<file path="config.mk">
export PLATFORM = sky130hd
export DESIGN_NAME = fetch_unit
export DESIGN_NICKNAME = d
export VERILOG_FILES = /design/src/cpu_pkg.sv /design/src/axil_pkg.sv /design/src/fetch_unit.sv /design/src/branch_predict.sv /design/src/axil_read_master.sv /design/src/sync_fifo.sv
export SDC_FILE = /design/constraint.sdc
export NUM_CORES = 1
export LEC_CHECK = 0
export BUFFER_PORTS_ARGS = -buffer_cell sky130_fd_sc_hd__clkbuf_2
export CORE_MARGIN = 4
export CORE_UTILIZATION = 50
export CTS_CLUSTER_DIAMETER = 120
export DETAILED_ROUTE_END_ITERATION = 12
export GPL_ROUTABILITY_DRIVEN = 0
export PLACE_DENSITY = 0.67
export SETUP_SLACK_MARGIN = 0.02
export SLEW_MARGIN = 15
export SYNTH_ARGS = -nofsm -noshare
export SYNTH_HDL_FRONTEND = slang
export SYNTH_SLANG_ARGS = --single-unit
</file>
<file path="constraint.sdc">
create_clock -name clk -period 7.93 [get_ports clk]
set_input_delay 0 -clock clk [delete_from_list [all_inputs] [get_ports clk]]
set_output_delay 0 -clock clk [all_outputs]
set_load 0.05 [all_outputs]
</file>
<file path="src/cpu_pkg.sv">
`default_nettype none

package cpu_pkg;

	// datapath width
	localparam int XLEN = 32;

	typedef logic [XLEN-1:0] data_t;
	typedef logic [31:0] instr_t;

	// system call encoding, funct12 and rs1/rd all zero
	localparam instr_t ECALL_INSTR = 32'h0000_0073;

	// major opcodes used by the static predictor
	localparam logic [6:0] OPC_BRANCH = 7'b110_0011;
	localparam logic [6:0] OPC_JAL = 7'b110_1111;

	// instruction queue sizing
	localparam int QUEUE_DEPTH = 16;
	// two slots kept free for the read still in flight
	localparam int QUEUE_ALMOST_FULL = 14;
	localparam int QUEUE_CNT_W = $clog2(QUEUE_DEPTH + 1);

	// 1 reverses the bytes of each instruction word from memory
	localparam logic SWAP_ENDIAN = 1'b0;

	// one queue slot: fetched word and the address it came from
	typedef struct packed {
		instr_t instr;
		data_t pc;
	} fetch_entry_t;

endpackage : cpu_pkg

`default_nettype wire
</file>
<file path="src/axil_pkg.sv">
`default_nettype none

package axil_pkg;

	import cpu_pkg::*;

	// read address channel payload
	typedef struct packed {
		data_t addr;
		logic [2:0] prot;
	} axil_ar_t;

	// read data channel payload
	typedef struct packed {
		data_t data;
		logic [1:0] resp;
	} axil_r_t;

	// response code for a good read
	localparam logic [1:0] AXIL_RESP_OKAY = 2'b00;

	// unprivileged, secure, instruction access
	localparam logic [2:0] AXIL_PROT_INSTR = 3'b100;

endpackage : axil_pkg

`default_nettype wire

</file>
<file path="src/fetch_unit.sv">
`timescale 1ns/100ps
`default_nettype none

module fetch_unit
	import cpu_pkg::*;
	import axil_pkg::*;
(
	input	logic		clk,
	input	logic		rst_n,

	// core control
	input	logic		go,
	input	logic		stall,
	input	logic		flush,
	input	data_t		pc_bj,
	input	instr_t		instr_w,

	// to decode
	output	instr_t		instr,
	output	data_t		pc_out,
	output	data_t		pc_p4_out,
	output	logic		taken,
	output	logic		instr_valid,

	// AXI-Lite read master
	output	axil_ar_t	ar,
	output	logic		arvalid,
	input	logic		arready,
	input	axil_r_t	r,
	input	logic		rvalid,
	output	logic		rready
);

	typedef enum logic [1:0] {
		ST_IDLE,
		ST_FETCH,
		ST_STALL,
		ST_HALT
	} state_t;

	state_t state;
	state_t state_nxt;

	data_t pc;
	logic discard;

	logic rd_req;
	data_t rd_data;
	logic done;
	logic busy;

	logic push;
	logic push_ecall;
	fetch_entry_t push_entry;
	fetch_entry_t head;
	logic q_empty;
	logic q_full;
	logic q_almost_full;
	logic [QUEUE_CNT_W-1:0] q_count;

	function automatic instr_t order_bytes(input instr_t w);
		if (SWAP_ENDIAN) begin
			return {w[7:0], w[15:8], w[23:16], w[31:24]};
		end else begin
			return w;
		end
	endfunction

	// stale responses and responses racing a flush never enter the queue
	assign push = done && !discard && !flush;
	assign push_ecall = (order_bytes(rd_data) == ECALL_INSTR);
	assign push_entry = '{instr: rd_data, pc: pc};

	// one read at a time, only with room left in the queue
	assign rd_req = (state == ST_FETCH) && !busy && !flush &&
		(q_count < QUEUE_CNT_W'(QUEUE_ALMOST_FULL));

	always_ff @(posedge clk or negedge rst_n) begin
		if (!rst_n) begin
			pc <= '0;
		end else if (flush) begin
			pc <= pc_bj;
		end else if (push) begin
			pc <= pc + data_t'(4);
		end
	end

	// mark the read in flight as stale after a flush
	always_ff @(posedge clk or negedge rst_n) begin
		if (!rst_n) begin
			discard <= 1'b0;
		end else if (flush && busy && !done) begin
			discard <= 1'b1;
		end else if (done) begin
			discard <= 1'b0;
		end
	end

	always_ff @(posedge clk or negedge rst_n) begin
		if (!rst_n) begin
			state <= ST_IDLE;
		end else begin
			state <= state_nxt;
		end
	end

	always_comb begin
		state_nxt = state;
		case (state)
			ST_IDLE: if (go) state_nxt = ST_FETCH;
			ST_FETCH, ST_STALL: begin
				if (push && push_ecall) begin
					state_nxt = ST_HALT;
				end else if (q_almost_full) begin
					state_nxt = ST_STALL;
				end else begin
					state_nxt = ST_FETCH;
				end
			end
			// wait for the core to retire the ecall
			ST_HALT: if (instr_w == ECALL_INSTR) state_nxt = ST_IDLE;
			default: state_nxt = ST_IDLE;
		endcase
	end

	// head is killed in a flush cycle
	assign instr_valid = !q_empty && !stall && !flush;

	assign instr = order_bytes(head.instr);
	assign pc_out = head.pc;
	assign pc_p4_out = head.pc + data_t'(4);

	axil_read_master rd_master0 (
		.clk		(clk),
		.rst_n		(rst_n),
		.rd_req		(rd_req),
		.req_addr	(pc),
		.rd_data	(rd_data),
		.done		(done),
		.busy		(busy),
		.ar			(ar),
		.arvalid	(arvalid),
		.arready	(arready),
		.r			(r),
		.rvalid		(rvalid),
		.rready		(rready)
	);

	sync_fifo #(
		.T			(fetch_entry_t),
		.DEPTH		(QUEUE_DEPTH)
	) instr_queue0 (
		.clk			(clk),
		.rst_n			(rst_n),
		.clear			(flush),
		.wr_en			(push),
		.wr_data		(push_entry),
		.rd_en			(instr_valid),
		.rd_data		(head),
		.empty			(q_empty),
		.full			(q_full),
		.almost_full	(q_almost_full),
		.count			(q_count)
	);

	branch_predict predict0 (
		.instr	(instr),
		.taken	(taken)
	);

	a_go_flush: assert property (@(posedge clk) disable iff (!rst_n) !(flush && go));
	// request pacing keeps the queue from ever filling
	a_never_full: assert property (@(posedge clk) disable iff (!rst_n) !q_full);
	// a pushed word belongs to the address the master put on AR
	a_push_addr: assert property (@(posedge clk) disable iff (!rst_n) push |-> ar.addr == pc);

endmodule : fetch_unit

`default_nettype wire

</file>
<file path="src/branch_predict.sv">
`timescale 1ns/100ps
`default_nettype none

module branch_predict
	import cpu_pkg::*;
(
	input	instr_t		instr,
	output	logic		taken
);

	logic [6:0] opcode;
	logic is_jal;
	logic is_back_branch;

	assign opcode = instr[6:0];

	// unconditional jump always predicted taken
	assign is_jal = (opcode == OPC_JAL);

	// sign bit of the B-type offset, backward loops taken
	assign is_back_branch = (opcode == OPC_BRANCH) && instr[31];

	assign taken = is_jal || is_back_branch;

endmodule : branch_predict

`default_nettype wire

</file>
<file path="src/axil_read_master.sv">
`timescale 1ns/100ps
`default_nettype none

module axil_read_master
	import cpu_pkg::*;
	import axil_pkg::*;
(
	input	logic		clk,
	input	logic		rst_n,

	// request side
	input	logic		rd_req,
	input	data_t		req_addr,
	output	data_t		rd_data,
	output	logic		done,
	output	logic		busy,

	// AXI-Lite read channels
	output	axil_ar_t	ar,
	output	logic		arvalid,
	input	logic		arready,
	input	axil_r_t	r,
	input	logic		rvalid,
	output	logic		rready
);

	typedef enum logic [1:0] {
		S_IDLE,
		S_ADDR,
		S_DATA
	} state_t;

	state_t state;
	data_t addr_q;

	always_ff @(posedge clk or negedge rst_n) begin
		if (!rst_n) begin
			state <= S_IDLE;
		end else begin
			case (state)
				S_IDLE: if (rd_req) state <= S_ADDR;
				S_ADDR: if (arready) state <= S_DATA;
				S_DATA: if (rvalid) state <= S_IDLE;
				default: state <= S_IDLE;
			endcase
		end
	end

	// address held for the whole AR phase
	always_ff @(posedge clk) begin
		if (rd_req && (state == S_IDLE)) begin
			addr_q <= req_addr;
		end
	end

	assign ar = '{addr: addr_q, prot: AXIL_PROT_INSTR};
	assign arvalid = (state == S_ADDR);
	assign rready = (state == S_DATA);

	assign busy = (state != S_IDLE);
	// done coincides with the R handshake
	assign done = (state == S_DATA) && rvalid;
	assign rd_data = r.data;

	a_ar_hold: assert property (@(posedge clk) disable iff (!rst_n)
		arvalid && !arready |=> arvalid && $stable(ar));
	a_req_idle: assert property (@(posedge clk) disable iff (!rst_n) rd_req |-> !busy);
	a_resp_okay: assert property (@(posedge clk) disable iff (!rst_n)
		rvalid && rready |-> r.resp == AXIL_RESP_OKAY);

endmodule : axil_read_master

`default_nettype wire

</file>
<file path="src/sync_fifo.sv">
`timescale 1ns/100ps
`default_nettype none

module sync_fifo
	import cpu_pkg::*;
#(
	parameter type T = logic [31:0],
	parameter int DEPTH = QUEUE_DEPTH
) (
	input	logic						clk,
	input	logic						rst_n,
	input	logic						clear,
	input	logic						wr_en,
	input	T							wr_data,
	input	logic						rd_en,
	output	T							rd_data,
	output	logic						empty,
	output	logic						full,
	output	logic						almost_full,
	output	logic [$clog2(DEPTH+1)-1:0]	count
);

	localparam int AW = (DEPTH > 1) ? $clog2(DEPTH) : 1;
	localparam int CW = $clog2(DEPTH + 1);

	T mem [DEPTH];

	logic [AW-1:0] wr_ptr;
	logic [AW-1:0] rd_ptr;
	logic do_wr;
	logic do_rd;

	assign do_wr = wr_en && !full;
	assign do_rd = rd_en && !empty;

	// head entry shown straight from storage
	assign rd_data = mem[rd_ptr];

	assign empty = (count == '0);
	assign full = (count == CW'(DEPTH));
	assign almost_full = (count >= CW'(QUEUE_ALMOST_FULL));

	always_ff @(posedge clk) begin
		if (do_wr) begin
			mem[wr_ptr] <= wr_data;
		end
	end

	always_ff @(posedge clk or negedge rst_n) begin
		if (!rst_n) begin
			wr_ptr <= '0;
			rd_ptr <= '0;
			count <= '0;
		end else if (clear) begin
			wr_ptr <= '0;
			rd_ptr <= '0;
			count <= '0;
		end else begin
			if (do_wr) begin
				wr_ptr <= (wr_ptr == AW'(DEPTH - 1)) ? '0 : wr_ptr + 1'b1;
			end
			if (do_rd) begin
				rd_ptr <= (rd_ptr == AW'(DEPTH - 1)) ? '0 : rd_ptr + 1'b1;
			end
			// simultaneous push and pop keep the level
			if (do_wr && !do_rd) begin
				count <= count + 1'b1;
			end else if (do_rd && !do_wr) begin
				count <= count - 1'b1;
			end
		end
	end

	a_no_overflow: assert property (@(posedge clk) disable iff (!rst_n) wr_en |-> !full);
	a_no_underflow: assert property (@(posedge clk) disable iff (!rst_n) rd_en |-> !empty);
	a_clear_alone: assert property (@(posedge clk) disable iff (!rst_n)
		clear |-> !wr_en && !rd_en);

endmodule : sync_fifo

`default_nettype wire

</file>
==> flow_metrics.py <==
metrics = {
    "status": {
        "status": "complete, no violations",
    },
    "hold_path": {
        "hold-path-cell-count": 3,
        "hp-class": "input pin to flip-flop",
        "holdPathEnd": "instr_queue0.count[3]$_DFFE_PN0P_",
        "worstHoldStart": "flush",
    },
    "setup_path": {
        "rr_endpoint": "instr_queue0.mem[1][3]$_DFFE_PP_",
        "worstSetupEndpointType": "output pin",
        "crit_path_start_kind": "flip-flop",
        "r2r-start": "rd_master0.state[0]$_DFFE_PN0P_",
        "path_class": "flip-flop to output pin",
        "cp_max_fo": 121,
        "worst_path_largest_cell_delay_ns": 0.86,
        "crit_family": "simple AND/OR/NAND/NOR gates",
        "cp_num_buf_inv": 2,
        "worstPathRequired_ns": 7.93,
        "arrival_ns": 5.59,
        "path_cells": "buf_12, mux2i_1, a221o_1, o22ai_1, and3_2, nand4_1, nor4_2, xor2_1, clkbuf_2",
        "critPathSlowestCell": "dfrtp_4",
        "r2r_setup_slack_ns": 3.67,
        "reg2reg_depth": 8,
    },
    "synthesis": {
        "synthArstFlopShare_pct": 4.52,
        "ys_warn_count": 0,
        "synth_area_sq_mm": 0.0440,
        "synth_edf_count": 1056,
        "synth_top_flop_cell": "edfxtp_1",
        "syn_area_per_cell_sq_um": 19.3,
        "syn_inst": 2281,
        "synth_cell_types": 70,
        "ys_seq_area_share_pct": 75.0,
        "synth_seq_cells": 1106,
    },
    "route": {
        "wire_per_inst_um": 27.1,
        "num_vias": 23200,
        "ant_nets": 0,
        "drc": 0,
        "vias_per_cell": 6.01,
        "drtPass1Iterations": 5,
        "wirelength_um": 105000,
        "drt-initial-drc-count": 2318,
    },
    "place": {
        "dp_slack_ns": 2.90,
        "dpl.hpwl_um": 56900,
        "dpl_cell_area_sq_mm": 0.0462,
        "portBuffers": 234,
    },
    "global_route": {
        "grt_max_degree": 133,
        "grt_pass1_vias": 23800,
        "antenna_found_initial": 3,
        "grt_pass1_wl_um": 155000,
        "overflow": 0,
        "grt_usage_pct": 22.3,
    },
    "cells_and_area": {
        "postLayoutCellArea_sq_mm": 0.0503,
        "nNetsFinal": 2735,
        "multi_input_area_sq_mm": 0.0102,
        "fillers": 6434,
        "area_growth_pct": 14.4,
        "drive_gt1_share_pct": 22.1,
        "seq_area_sq_mm": 0.0330,
    },
    "floorplan": {
        "num_rows": 108,
        "ios": 240,
        "die_w_um": 305,
        "start_util_pct": 50.5,
        "core_sq_mm": 0.0870,
        "die_area_sq_mm": 0.0928,
        "fp.dieH_um": 305,
    },
    "clock_network": {
        "clk_pin_slew_ns": 0.06,
        "clkSinkCount": 1106,
        "cts_resized": 0,
        "h-tree-depth": 3,
        "cts_tree": "done",
        "cts_root_buf": "clkbuf_16",
        "cts_buffers": 108,
        "clk-insertion-delay-late_ns": 0.67,
        "cts_buffer_depth": 3,
    },
    "power": {
        "p_per_area_mw_per_mm2": 292,
        "power.internal_mw": 10.4,
        "switchingPower_mw": 4.25,
        "power_mw": 14.7,
        "power_frac_comb_pct": 20.4,
        "seqPwrFrac_pct": 46.1,
        "ir_drop_uv": 284,
        "p_leak_nw": 16.5,
        "switching_share_pct": 29.0,
        "pwr-share-clk_pct": 33.5,
    },
    "timing": {
        "fin_hold_ws_ns": 0.0245,
        "grt_setup_unrepaired": "no",
        "fin_ws_ns": 2.34,
        "post-route-period-util_pct": 70.5,
        "finalSetupTns_ns": 0,
        "drv_slew": 0,
        "fin_crit_ns": 5.59,
        "finalSetupViolations": 0,
        "tightest_slew_ns": 1.18,
        "fmax_ghz": 0.179,
        "hold_viol_final": 0,
        "relSlewSlack_pct": 21.0,
        "skew_ns": 0.0216,
    },
    "job": {
        "drv_cap": 0,
    },
}
## repair_timing
| action | in CTS | in global routing |
|---|---|---|
| hold endpoints to repair | 604 | 0 |
| hold buffers | 73 | 0 |
| setup buffers | 0 | 0 |
| setup endpoints to repair | 0 | 0 |
## placed cells by master, fill, tap and decap left out, types with 10 or more instances in the layout
master | Yosys | layout
clkbuf_2 | 0 | 233
nand3_1 | 18 | 18
a22oi_1 | 62 | 62
ha_1 | 14 | 14
mux2i_1 | 216 | 216
xor2_1 | 42 | 42
nor2b_1 | 10 | 10
clkbuf_16 | 0 | 111
buf_4 | 17 | 37
nor4_1 | 13 | 12
mux4_2 | 120 | 120
a221oi_1 | 93 | 93
clkinv_2 | 0 | 19
dlygate4sd3_1 | 0 | 73
nand2_1 | 123 | 123
clkbuf_1 | 55 | 27
o21ai_0 | 81 | 81
nand4_1 | 16 | 16
inv_1 | 21 | 21
a21oi_1 | 11 | 11
edfxtp_1 | 1056 | 1056
xnor2_1 | 19 | 19
clkinv_1 | 0 | 27
dfrtp_1 | 50 | 46
nor3_1 | 20 | 16
nor2_1 | 34 | 30
mux4_1 | 31 | 31
## power by group through the flow
stage / combinational, mW / clock [mW] / sequential [mW]
floorplan: 2.30 / 0 / 6.93
global placement: 2.92 / 0 / 6.88
detailed placement: 2.97 / 0 / 6.89
CTS: 3.01 / 4.98 / 6.77
global route: 3.17 / 5.25 / 6.79
finish: 2.99 / 4.92 / 6.77
## layer usage
layer	routed length [um]	GRT usage (%)	vias up	share of wire [%]
met5	7	0	-	0.0067
met4	2560	6.52	2	2.4
met3	7400	3.17	162	7.1
met2	51600	37.1	935	49
met1	43100	31.1	12100	41
li1	-	-	10000	-
## worst max path at each step
stage                                             startpoint                                to  depth (start not counted)
after floorplan              rd_master0.state[0]$_DFFE_PN0P_  instr_queue0.mem[4][0]$_DFFE_PP_                          7
after global placement    instr_queue0.rd_ptr[0]$_DFFE_PN0P_                     pc_p4_out[31]                          9
after detailed placement  instr_queue0.rd_ptr[0]$_DFFE_PN0P_                     pc_p4_out[31]                          9
after CTS                 instr_queue0.rd_ptr[0]$_DFFE_PN0P_                     pc_p4_out[31]                          9
after global routing      instr_queue0.rd_ptr[0]$_DFFE_PN0P_                     pc_p4_out[19]                         10
final                     instr_queue0.rd_ptr[0]$_DFFE_PN0P_                     pc_p4_out[31]                          9
## registers in the layout (all words and copies together), names as in the netlist
name and count:
pc 32, instr_queue0.rd_ptr 4, instr_queue0.wr_ptr 4, discard 1
state 2, rd_master0.state 2, instr_queue0.mem 1024, instr_queue0.count 5
rd_master0.addr_q 32
## cell usage after synthesis, types with 3 or more instances
| library cell | count | area, sq um |
|---|---|---|
| a22o_1 | 5 | 43.8 |
| mux2_2 | 6 | 67.6 |
| o21ai_1 | 6 | 30.0 |
| buf_4 | 17 | 128 |
| a21oi_1 | 11 | 55.1 |
| mux4_1 | 31 | 815 |
| nor2_1 | 34 | 128 |
| xnor2_1 | 19 | 166 |
| nor4bb_1 | 3 | 30.0 |
| a22oi_1 | 62 | 465 |
| and3_1 | 8 | 50.1 |
| buf_2 | 23 | 115 |
| nor4_1 | 13 | 81.3 |
| clkbuf_1 | 55 | 206 |
| nand2b_1 | 5 | 31.3 |
| nand3_1 | 18 | 90.1 |
| nand4_1 | 16 | 100 |
| buf_1 | 3 | 11.3 |
| or2_2 | 3 | 18.8 |
| buf_6 | 5 | 56.3 |
| nand2_1 | 123 | 462 |
| xor2_1 | 42 | 368 |
| mux2i_1 | 216 | 2160 |
| and2_1 | 12 | 75.1 |
| o21ai_0 | 81 | 405 |
| a221oi_2 | 8 | 120 |
| dfrtp_1 | 50 | 1250 |
| buf_12 | 12 | 240 |
| edfxtp_1 | 1056 | 31700 |
| nor2b_1 | 10 | 62.6 |
| ha_1 | 14 | 175 |
| nor3_1 | 20 | 100 |
| o22ai_1 | 5 | 31.3 |
| mux4_2 | 120 | 2700 |
| clkbuf_8 | 4 | 55.1 |
| nor3b_1 | 3 | 22.5 |
| inv_1 | 21 | 78.8 |
| a221oi_1 | 93 | 815 |
| nor4_2 | 3 | 37.5 |
| nor4b_1 | 3 | 26.3 |
## through the flow
stage | utilization (%) | cells
2_1_floorplan | - | 2282
3_3_place_gp | 53.1 | 3587
3_5_place_dp | 53.1 | 3587
4_1_cts | 57.8 | 3865
5_1_grt | 57.8 | 3866
6_report | 57.8 | 3866
## kinds of logic (layout without fill, tap and decap cells)
family,count (synthesis),after routing,synth area share [%]
adder cells (fa/ha/maj),15,15,0.444
AO/OA/AOI/OAI,290,290,4.86
AND/OR/NAND/NOR,289,289,3.30
other,2,4,0.0171
buffers and inverters,145,573,2.14
multiplexers,373,373,13.1
flip-flops,1106,1106,75.0
XOR/XNOR,61,61,1.21
## worst register-to-register path, cell delays in order (launching register included)
cell	delay [ns]
dfrtp_1	0.44
nor4bb_2	0.75
nand2b_1	0.18
a21oi_1	0.16
buf_4	0.21
nor2b_1	0.37
nor2b_1	0.34
and2_4	0.59
buf_4	0.79
## area by class of cell
class | instances | share of cell area (%)
Tap cell | 1155 | 2.87
Multi-Input combinational cell | 1031 | 20.2
Antenna cell | 1 | 0.00497
Clock buffer | 146 | 5.94
Timing Repair Buffer | 346 | 4.41
Clock inverter | 59 | 0.850
Sequential cell | 1106 | 65.5
Inverter | 22 | 0.164
Note: power is estimated with default switching activity, not from simulation.
